File: src/hdl/flash_burst_pkg.sv
// Widths are fixed here because the pin struct is packed
// Only the Intel StrataFlash RCR command set is supported
package flash_burst_pkg;

	localparam int ADDR_W = 25;
	localparam int DATA_W = 16;

	typedef logic [ADDR_W-1:0] flash_addr_t;
	typedef logic [DATA_W-1:0] flash_data_t;
	typedef logic [3:0]        period_cnt_t;
	typedef logic [2:0]        word_idx_t;

	typedef enum logic [3:0] {
		WAIT,
		DESELECT,
		RESET_PULSE,
		CONFIGURE,
		DUMMY,
		ADDR_LOW,
		ADDR_HIGH,
		LAT_LOW,
		LAT_HIGH,
		READ_LOW,
		READ_HIGH
	} burst_state_t;

	// Outputs towards the flash device
	typedef struct packed {
		logic        select;
		logic        read;
		logic        write;
		logic        clk;
		logic        nadv;
		logic        nreset;
		logic        data_highz;
		flash_addr_t addr;
		flash_data_t wdata;
	} flash_pins_t;

	// RCR write sequence
	// Latency goes in address bits 13..11
	localparam flash_data_t RCR_CMD_SETUP   = 16'h0060;
	localparam flash_data_t RCR_CMD_CONFIRM = 16'h0003;
	localparam logic [10:0] RCR_CODE_BASE   = 11'h0CF;
	localparam int          RCR_WORDS       = 2;
	localparam int          RESET_PERIODS   = 4;

endpackage
File: src/hdl/flash_burst_reader.sv
// Burst reader top; the controller holds request for the whole session
// Pins follow flash_pins_t, flash_data_in is sampled in READ_LOW
`timescale 1ns/1ps

module flash_burst_reader #(
	parameter int ACCESS_CLK_DIVISOR = 10,
	parameter int LATENCY_COUNT      = 4
) (
	input  logic                         clk,
	input  logic                         nreset,
	input  logic                         request,
	input  logic                         start,
	input  flash_burst_pkg::flash_addr_t start_addr,
	input  flash_burst_pkg::flash_addr_t stop_addr,
	output logic                         done,
	output flash_burst_pkg::flash_data_t rd_data,
	output logic                         rd_valid,
	input  logic                         rd_ready,
	output logic                         bus_request,
	input  logic                         bus_granted,
	output flash_burst_pkg::flash_pins_t flash,
	input  flash_burst_pkg::flash_data_t flash_data_in
);
	import flash_burst_pkg::*;

	logic        cfg_start;
	logic        cfg_done;
	flash_addr_t cfg_addr;
	flash_data_t cfg_wdata;
	logic        cfg_write;
	logic        in_valid;
	logic        in_accept;
	flash_addr_t cur_addr;
	logic        addr_loaded;
	logic        lat_entered;

	burst_fsm #(
		.ACCESS_CLK_DIVISOR (ACCESS_CLK_DIVISOR),
		.LATENCY_COUNT      (LATENCY_COUNT)
	) burst_fsm_i (
		.clk         (clk),
		.nreset      (nreset),
		.request     (request),
		.bus_granted (bus_granted),
		.bus_request (bus_request),
		.addr_loaded (addr_loaded),
		.cur_addr    (cur_addr),
		.lat_entered (lat_entered),
		.cfg_start   (cfg_start),
		.cfg_done    (cfg_done),
		.cfg_addr    (cfg_addr),
		.cfg_wdata   (cfg_wdata),
		.cfg_write   (cfg_write),
		.in_valid    (in_valid),
		.in_accept   (in_accept),
		.flash       (flash)
	);

	rcr_sequencer #(
		.ACCESS_CLK_DIVISOR (ACCESS_CLK_DIVISOR),
		.LATENCY_COUNT      (LATENCY_COUNT)
	) rcr_sequencer_i (
		.clk       (clk),
		.nreset    (nreset),
		.cfg_start (cfg_start),
		.cfg_done  (cfg_done),
		.cfg_addr  (cfg_addr),
		.cfg_wdata (cfg_wdata),
		.cfg_write (cfg_write)
	);

	read_addr_counter read_addr_counter_i (
		.clk         (clk),
		.nreset      (nreset),
		.start       (start),
		.start_addr  (start_addr),
		.stop_addr   (stop_addr),
		.in_accept   (in_accept),
		.lat_entered (lat_entered),
		.cur_addr    (cur_addr),
		.addr_loaded (addr_loaded),
		.done        (done)
	);

	// in_ready is already folded into in_accept
	read_data_buffer read_data_buffer_i (
		.clk       (clk),
		.nreset    (nreset),
		.in_valid  (in_valid),
		.in_data   (flash_data_in),
		.in_ready  (),
		.in_accept (in_accept),
		.rd_data   (rd_data),
		.rd_valid  (rd_valid),
		.rd_ready  (rd_ready)
	);

endmodule

File: src/hdl/read_data_buffer.sv
// Single entry, so throughput is one word per cycle only if rd_ready stays high
`timescale 1ns/1ps

module read_data_buffer (
	input  logic                         clk,
	input  logic                         nreset,
	input  logic                         in_valid,
	input  flash_burst_pkg::flash_data_t in_data,
	output logic                         in_ready,
	output logic                         in_accept,
	output flash_burst_pkg::flash_data_t rd_data,
	output logic                         rd_valid,
	input  logic                         rd_ready
);
	import flash_burst_pkg::*;

	logic        full;
	flash_data_t data_q;

	// Room when empty or when the held word leaves this cycle
	assign in_ready  = !full || rd_ready;
	assign in_accept = in_valid && in_ready;

	always_ff @(posedge clk or negedge nreset) begin
		if (!nreset)
			full <= 1'b0;
		else if (in_accept)
			full <= 1'b1;
		else if (rd_ready)
			full <= 1'b0;
	end

	always_ff @(posedge clk) begin
		if (in_accept)
			data_q <= in_data;
	end

	assign rd_valid = full;
	assign rd_data  = data_q;

endmodule

File: src/hdl/read_addr_counter.sv
// Start has priority over a word accepted in the same cycle
`timescale 1ns/1ps

module read_addr_counter (
	input  logic                         clk,
	input  logic                         nreset,
	input  logic                         start,
	input  flash_burst_pkg::flash_addr_t start_addr,
	input  flash_burst_pkg::flash_addr_t stop_addr,
	input  logic                         in_accept,
	input  logic                         lat_entered,
	output flash_burst_pkg::flash_addr_t cur_addr,
	output logic                         addr_loaded,
	output logic                         done
);
	import flash_burst_pkg::*;

	logic        advance;
	flash_addr_t stop_q;

	// Words taken before the FSM has picked up a new load are ignored
	assign advance = in_accept && !addr_loaded && !start;

	always_ff @(posedge clk or negedge nreset) begin
		if (!nreset) begin
			addr_loaded <= 1'b0;
			done        <= 1'b0;
		end else if (start) begin
			addr_loaded <= 1'b1;
			done        <= 1'b0;
		end else begin
			if (lat_entered)
				addr_loaded <= 1'b0;
			if (advance && cur_addr == stop_q)
				done <= 1'b1;
		end
	end

	// Address payload
	always_ff @(posedge clk) begin
		if (start) begin
			cur_addr <= start_addr;
			stop_q   <= stop_addr;
		end else if (advance) begin
			cur_addr <= cur_addr + 1'b1;
		end
	end

endmodule

File: src/hdl/burst_fsm.sv
// Owns the flash pins; all pin fields decode from the registered state
// A new address load is only acted on in the read states
`timescale 1ns/1ps

module burst_fsm #(
	parameter int ACCESS_CLK_DIVISOR = 10,
	parameter int LATENCY_COUNT      = 4
) (
	input  logic                         clk,
	input  logic                         nreset,
	input  logic                         request,
	input  logic                         bus_granted,
	output logic                         bus_request,
	input  logic                         addr_loaded,
	input  flash_burst_pkg::flash_addr_t cur_addr,
	output logic                         lat_entered,
	output logic                         cfg_start,
	input  logic                         cfg_done,
	input  flash_burst_pkg::flash_addr_t cfg_addr,
	input  flash_burst_pkg::flash_data_t cfg_wdata,
	input  logic                         cfg_write,
	output logic                         in_valid,
	input  logic                         in_accept,
	output flash_burst_pkg::flash_pins_t flash
);
	import flash_burst_pkg::*;

	localparam int LAT_CLAMPED = (LATENCY_COUNT < 3) ? 3 :
		(LATENCY_COUNT > 7) ? 7 : LATENCY_COUNT;
	localparam word_idx_t   LAT_LAST    = word_idx_t'(LAT_CLAMPED - 1);
	localparam word_idx_t   RESET_LAST  = word_idx_t'(RESET_PERIODS - 1);
	localparam period_cnt_t PERIOD_LAST = period_cnt_t'(ACCESS_CLK_DIVISOR);

	burst_state_t state;
	burst_state_t state_next;
	logic         granted;
	period_cnt_t  acc_cnt;
	word_idx_t    idx;
	logic         counting;
	logic         period_end;
	logic         reset_step_last;

	// ****************************************
	// Bus arbitration
	// ****************************************
	always_ff @(posedge clk or negedge nreset) begin
		if (!nreset) begin
			bus_request <= 1'b0;
			granted     <= 1'b0;
		end else begin
			bus_request <= request;
			if (!request)
				granted <= 1'b0;
			else if (!granted)
				granted <= bus_granted;
		end
	end

	// ****************************************
	// Access period and step counters
	// ****************************************
	assign counting        = state inside {DESELECT, RESET_PULSE, DUMMY};
	assign period_end      = counting && (acc_cnt == PERIOD_LAST);
	assign reset_step_last = period_end && (idx == RESET_LAST);

	always_ff @(posedge clk or negedge nreset) begin
		if (!nreset)
			acc_cnt <= '0;
		else if (!counting || period_end || state_next != state)
			acc_cnt <= '0;
		else
			acc_cnt <= acc_cnt + 1'b1;
	end

	// Counts reset periods, or latency pairs
	always_ff @(posedge clk or negedge nreset) begin
		if (!nreset)
			idx <= '0;
		else if ((state_next != state && state_next inside {DESELECT, RESET_PULSE}) ||
				state == ADDR_HIGH)
			idx <= '0;
		else if ((state inside {DESELECT, RESET_PULSE} && period_end) || state == LAT_HIGH)
			idx <= idx + 1'b1;
	end

	// ****************************************
	// State machine
	// ****************************************
	always_comb begin
		state_next = state;
		if (!request || !granted) begin
			state_next = WAIT;
		end else begin
			case (state)
				WAIT:        if (addr_loaded) state_next = DESELECT;
				DESELECT:    if (reset_step_last) state_next = RESET_PULSE;
				RESET_PULSE: if (reset_step_last) state_next = CONFIGURE;
				CONFIGURE:   if (cfg_done) state_next = DUMMY;
				DUMMY:       if (period_end) state_next = ADDR_LOW;
				ADDR_LOW:    state_next = ADDR_HIGH;
				ADDR_HIGH:   state_next = LAT_LOW;
				LAT_LOW:     state_next = LAT_HIGH;
				LAT_HIGH:    state_next = (idx == LAT_LAST) ? READ_LOW : LAT_LOW;
				READ_LOW: begin
					// Stall here with clk low under back-pressure
					if (addr_loaded)
						state_next = DESELECT;
					else if (in_accept)
						state_next = READ_HIGH;
				end
				READ_HIGH:   state_next = addr_loaded ? DESELECT : READ_LOW;
				default:     state_next = WAIT;
			endcase
		end
	end

	always_ff @(posedge clk or negedge nreset) begin
		if (!nreset)
			state <= WAIT;
		else
			state <= state_next;
	end

	assign cfg_start   = (state_next == CONFIGURE) && (state != CONFIGURE);
	assign lat_entered = (state == ADDR_HIGH) && (state_next == LAT_LOW);
	assign in_valid    = (state == READ_LOW) && !addr_loaded;

	// Pin decode
	always_comb begin
		flash.select     = granted && !(state == DESELECT && idx == '0);
		flash.read       = state inside {LAT_LOW, LAT_HIGH, READ_LOW, READ_HIGH};
		flash.write      = (state == CONFIGURE) && cfg_write;
		flash.clk        = state inside {ADDR_HIGH, LAT_HIGH, READ_HIGH};
		flash.nadv       = !(state inside {CONFIGURE, ADDR_LOW, ADDR_HIGH});
		flash.nreset     = !(state == RESET_PULSE && idx == '0);
		flash.data_highz = (state != CONFIGURE);
		flash.wdata      = (state == CONFIGURE) ? cfg_wdata : '0;
		case (state)
			CONFIGURE:                             flash.addr = cfg_addr;
			ADDR_LOW, ADDR_HIGH, LAT_LOW, LAT_HIGH: flash.addr = cur_addr;
			default:                               flash.addr = '0;
		endcase
	end

endmodule

File: src/hdl/rcr_sequencer.sv
// Writes the two-word RCR sequence, three access periods per word
// LATENCY_COUNT is clamped to 3..7 before it is encoded
`timescale 1ns/1ps

module rcr_sequencer #(
	parameter int ACCESS_CLK_DIVISOR = 10,
	parameter int LATENCY_COUNT      = 4
) (
	input  logic                       clk,
	input  logic                       nreset,
	input  logic                       cfg_start,
	output logic                       cfg_done,
	output flash_burst_pkg::flash_addr_t cfg_addr,
	output flash_burst_pkg::flash_data_t cfg_wdata,
	output logic                       cfg_write
);
	import flash_burst_pkg::*;

	typedef enum logic [1:0] {PH_IDLE, PH_ADDR, PH_WRITE, PH_HOLD} phase_t;

	localparam int LAT_CLAMPED = (LATENCY_COUNT < 3) ? 3 :
		(LATENCY_COUNT > 7) ? 7 : LATENCY_COUNT;
	localparam logic [2:0]  LAT_CODE    = 3'(LAT_CLAMPED);
	localparam period_cnt_t PERIOD_LAST = period_cnt_t'(ACCESS_CLK_DIVISOR);
	localparam flash_addr_t CFG_ADDR    = {{(ADDR_W - 14){1'b0}}, LAT_CODE, RCR_CODE_BASE};

	phase_t      phase;
	period_cnt_t cnt;
	word_idx_t   word;
	logic        period_end;
	flash_data_t word_data;

	// Command table
	always_comb begin
		case (word)
			word_idx_t'(0): word_data = RCR_CMD_SETUP;
			default:        word_data = RCR_CMD_CONFIRM;
		endcase
	end

	assign period_end = (phase != PH_IDLE) && (cnt == PERIOD_LAST);

	// Address, write and hold phase of each word
	always_ff @(posedge clk or negedge nreset) begin
		if (!nreset) begin
			phase    <= PH_IDLE;
			cnt      <= '0;
			word     <= '0;
			cfg_done <= 1'b0;
		end else begin
			cfg_done <= 1'b0;
			if (cfg_start) begin
				phase <= PH_ADDR;
				cnt   <= '0;
				word  <= '0;
			end else if (period_end) begin
				cnt <= '0;
				case (phase)
					PH_ADDR:  phase <= PH_WRITE;
					PH_WRITE: phase <= PH_HOLD;
					default: begin
						if (word == word_idx_t'(RCR_WORDS - 1)) begin
							phase    <= PH_IDLE;
							cfg_done <= 1'b1;
						end else begin
							word  <= word + 1'b1;
							phase <= PH_ADDR;
						end
					end
				endcase
			end else if (phase != PH_IDLE) begin
				cnt <= cnt + 1'b1;
			end
		end
	end

	assign cfg_write = (phase == PH_WRITE);
	assign cfg_addr  = (phase != PH_IDLE) ? CFG_ADDR : '0;
	assign cfg_wdata = (phase != PH_IDLE) ? word_data : '0;

endmodule

File: config.mk
export PLATFORM = sky130hd
export DESIGN_NAME = flash_burst_reader
export DESIGN_NICKNAME = d
export VERILOG_FILES = /design/src/hdl/flash_burst_pkg.sv /design/src/hdl/flash_burst_reader.sv /design/src/hdl/read_data_buffer.sv /design/src/hdl/read_addr_counter.sv /design/src/hdl/burst_fsm.sv /design/src/hdl/rcr_sequencer.sv
export SDC_FILE = /design/constraint.sdc
export NUM_CORES = 1
export LEC_CHECK = 0
export ABC_AREA = 1
export ABC_CLOCK_PERIOD_IN_PS = 5500
export BUFFER_PORTS_ARGS = -buffer_cell sky130_fd_sc_hd__buf_2
export CORE_MARGIN = 2
export CORE_UTILIZATION = 55
export CTS_BUF_LIST = sky130_fd_sc_hd__clkbuf_8
export DETAILED_ROUTE_END_ITERATION = 8
export PLACE_DENSITY = 0.83
export SETUP_SLACK_MARGIN = 0.05
export SKIP_LAST_GASP = 1
export SYNTH_ARGS = -nofsm -noshare
export SYNTH_HDL_FRONTEND = slang
export SYNTH_SLANG_ARGS = --single-unit
File: constraint.sdc
create_clock -name clk -period 5.5 [get_ports clk]
set_input_delay 1.65 -clock clk [delete_from_list [all_inputs] [get_ports clk]]
set_output_delay 1.65 -clock clk [all_outputs]
set_load 0.03 [all_outputs]
# Word level (Yosys, flattened, before mapping)
# Cells that the tools add are included.
# word_totals
reg_bits	92
input_bits	72
out_inout_bits	67
# classes
add_sub_neg	5
eq_ne	25
n_mux	44
n_reduce_logical	51
# op_table
op	n
$mux W4	14
$mux W25	2
$pmux W25 S2	1
$pmux W4 S11	1
$mux W16	2
$add A25 B1 Y25 const B	1
$eq A25 B25 Y1	1
$eq A4 B3 Y1 const B	5
$eq A4 B4 Y1 const B	5
$mux W3	6
$reduce_bool A2 Y1	9
$eq A4 B2 Y1 const B	4
$logic_and A1 B1 Y1	16
$mux W14	1
$mux W1	13
$reduce_bool A3 Y1	4
$logic_not A1 Y1	9
$add A4 B1 Y4 const B	2
$eq A4 B1 Y1 const B	2
$mux W7	1
$add A3 B1 Y3 const B	2
$logic_not A3 Y1	2
$logic_or A1 B1 Y1	6
$logic_not A4 Y1	1
other kinds (14)	15

# Depth between registers and ports, before layout
# logic_depth
ltp_word	12
depth_mapped	16
depth_no_buf	16

# Modules after synthesis
# A second synthesis with hierarchy kept.
# unflattened
hier_cells	727
area_unflattened_um2	5756.8
# by_module_without_submodules
module	n_inst	cells_each	area_per_inst_um2	seq_area_each_um2
read_addr_counter	1	322	2839.0	1551.5
burst_fsm	1	265	1443.9	325.3
rcr_sequencer	1	118	948.4	250.2
read_data_buffer	1	22	525.5	505.5

# Worst setup path after synthesis
# No wires, ideal clock.
# synth_path
path_type	reg2out
start	register burst_fsm_i.state[3]
end	output port flash[1] (netlist name)
arrival_time_ps	2031
slack_ps	1819
path_stages_with_launch	7
n_path_buf	1
path_cell_list	dfrtp_1 > nor2_2 > nand2_1 > inv_1 > nand2_1 > a21oi_1 > buf_4
# synth_lines
item	line	text
start: declaration	burst_fsm.sv:34	burst_state_t state;
start signal: assignment	burst_fsm.sv:121	state <= state_next;
end: declaration	flash_burst_reader.sv:21	output flash_burst_pkg::flash_pins_t flash,

==> run metrics <==
Synth area leader edfxtp_1; total core area 0.00915 mm^2; Syn Inst Count a little under 600; Combinational Power Share 0.104; global-route wire length before repair approximately 20000 um; routed wire length roughly 12000 um; Multi-input gate area 0.00211 mm^2; Hold Violations, Final 0; Hold Path Class register to register; layout net count 805; Power Internal around 1.1 mW; worst-skew pair later-pin latency 360 ps; hold_buf cts 0; FF+latch count, synth 92; Worst setup EP type output port; largest net degree at the start of global routing 58; met2 usage 0.422; RSZ-0062 raised after global routing no; final worst path period share 0.751; TritonRoute pass-1 iters 5; DP HPWL 9230 um; storage element area approximately 0.0026 mm^2; Starting Density 0.559; CP Class register to output port; initial antenna violation count 0; gr usage total 0.244; Synth cell types 36; Peak supply drop 0.000127 V; average wire per standard cell ~14 um; Tmin final 4130 ps; ranking of synthesized cells by area edfxtp_1 39%, dfrtp_1 13%, nand2_1 11%, nor2_1 5.2%, inv_1 4.8%; switching fraction of total power 0.254; GRT Max-Usage Layer met2; die footprint slightly above 0.01 mm^2; max_slew headroom 0.196; FFs w/ async S/R, synth 0.283; Clock Skew approximately 14 ps; antenna viol nets, final 0; fillers 760; Main synth FF type edfxtp_1; Max Fanout on Critical Path 25; final setup vio count 0; P per Cell Area about 240 mW/mm^2; Synthesis Warnings 0; startpoint type of the worst setup path register; Initial DRC Count 273; CTS root buf clkbuf_8; Slowest-stage cell, CP a21oi_2; H-Tree Depth 3; I/O pin count 139; post-synth top area share 0.387; residual DRC count 0; Syn Area/Cell 8.64 um^2; status completed; met3 Track Usage GR 0.0326; die height about 100 um; Slew @ Worst Pin 1210 ps; Peak Freq 242 MHz; post-cts gate resize count 0; CP top delay family compound AO/OA/AOI/OAI gates; sequential-to-total area share from yosys stat 0.514; via/cell ratio 5.26; post-synth design cell area 0.00512 mm^2; port bufs about 130; vias in the first global route ~4200; clock slew at reported path FFs approximately 100 ps; met1 Use GR 0.316; Setup Total Neg Slack 0 ps; Crit path required time 3850 ps; clock power share 0.345; crit-path max cell delay roughly 950 ps; Setup Buffers After CTS 0; Num CTS Buffers 9; via count 4406; grt total ovfl 0; max-cap check violation count 0; synth-to-layout area growth 17.9%; Critical Path AT approximately 2500 ps; CTS tree done; Leak a little under 3 nW; routability cong. 0.973; share of cells above drive strength 1 0.251; CTS Sinks slightly above 90; CP Buf/Inv Count 2; Rows 35; Slew Limit Fails 0; Net Sw Power 372 uW; EDFF count, synth 66; sequential power share 0.551; most frequent cells in the layout 154 x nand2_1, 126 x buf_2, 71 x nor2_1, 66 x edfxtp_1, 65 x inv_1; Die Span X 100 um; worst-path cell chain inv_2 > nand2_1 > a21oi_2 > o21ai_0 > buf_2; clock tree buffer depth 2; Layout Utilization 0.659; most common cell after layout, fill and taps aside nand2_1
-- Yosys cell counts (2+ instances only) --
master / number
nand2_1: 154
xor2_1: 15
inv_1: 65
nor2_2: 7
ha_1: 13
a21oi_1: 7
o2111ai_1: 6
edfxtp_1: 66
buf_4: 14
nand3_2: 3
nor4_1: 5
nand4_1: 11
xnor2_1: 9
nor2_1: 71
nor3_1: 6
clkinv_1: 2
clkbuf_1: 8
nand3_1: 33
o31ai_1: 2
dfrtp_1: 26
nand3b_1: 2
nand2_2: 5
a31oi_1: 4
nor3_2: 3
or2_2: 7
o21ai_1: 4
inv_2: 10
o21ai_0: 26
-- worst paths after layout --
| path | cells past startpoint | startpoint | end | slack (ps) |
|---|---|---|---|---|
| setup reg to reg | 6 | burst_fsm_i.state[1] | read_addr_counter_i.cur_addr[22] | 3110 |
| min in group asynchronous | 1 | nreset | burst_fsm_i.idx[0] | 1280 |
| hold reg to reg | 1 | burst_fsm_i.acc_cnt[0] | burst_fsm_i.acc_cnt[0] | 500 |
| max in group asynchronous | 1 | nreset | rcr_sequencer_i.cfg_done | 3820 |
| hold / removal | 1 | burst_fsm_i.acc_cnt[0] | burst_fsm_i.acc_cnt[0] | 500 |
| setup / recovery | 5 | burst_fsm_i.state[0] | flash[23] | 1370 |
-- through the flow --
| step | instances | power, mW | setup WS, ps | hold WS, ps | cell area (um^2) |
|---|---|---|---|---|---|
| floorplan | 603 | 0.913 | 1820 | 453 | 5160 |
| global placement | 820 | 0.966 | 1970 | 475 | 5810 |
| detailed placement | 820 | 0.972 | 1750 | 487 | 5810 |
| CTS | 836 | 1.47 | 1340 | 506 | 6030 |
| global route | 836 | 1.52 | 1150 | 522 | 6030 |
| finish | 837 | 1.47 | 1370 | 502 | 6040 |
-- per-layer routing --
metal | part of all wire | vias to the layer above
met2 | 0.50 | 186
met4 | 0.023 | 0
li1 | - | 2170
met3 | 0.059 | 22
met5 | 0 | -
met1 | 0.42 | 2028
-- state kept, by name, summed over array words and instances, names as in the netlist --
name,count
read_addr_counter_i.cur_addr,25
rcr_sequencer_i.word,3
burst_fsm_i.state,4
burst_fsm_i.idx,3
burst_fsm_i.bus_request,1
read_addr_counter_i.done,1
read_addr_counter_i.addr_loaded,1
burst_fsm_i.granted,1
read_addr_counter_i.stop_q,25
read_data_buffer_i.rd_valid,1
burst_fsm_i.acc_cnt,4
rcr_sequencer_i.cfg_done,1
read_data_buffer_i.rd_data,16
rcr_sequencer_i.phase,2
rcr_sequencer_i.cnt,4
-- power groups by stage --
stage,clock (mW),sequential [mW],combinational (mW)
2_1_floorplan,0,0.815,0.0989
3_3_place_gp,0,0.820,0.146
3_5_place_dp,0,0.821,0.151
4_1_cts,0.510,0.806,0.151
5_1_grt,0.536,0.811,0.169
6_report,0.506,0.807,0.152
-- cell families after synthesis --
logic type / count (synthesis) / synth area share
other cells: 1 / 0.000733
simple gates: 311 / 0.270
fa+ha+maj: 13 / 0.0318
flops: 92 / 0.514
xor+xnor: 24 / 0.0411
buf+inv: 99 / 0.0829
compound gates: 52 / 0.0587
-- cell type report --
class | count | area share
Clock buffer | 9 | 0.0205
Timing Repair Buffer | 128 | 0.107
Antenna cell | 1 | 0.000415
Clock inverter | 7 | 0.0162
Tap cell | 111 | 0.0230
Inverter | 77 | 0.0479
Sequential cell | 92 | 0.436
Multi-Input combinational cell | 412 | 0.349
Note: power is estimated with default switching activity, not from simulation.
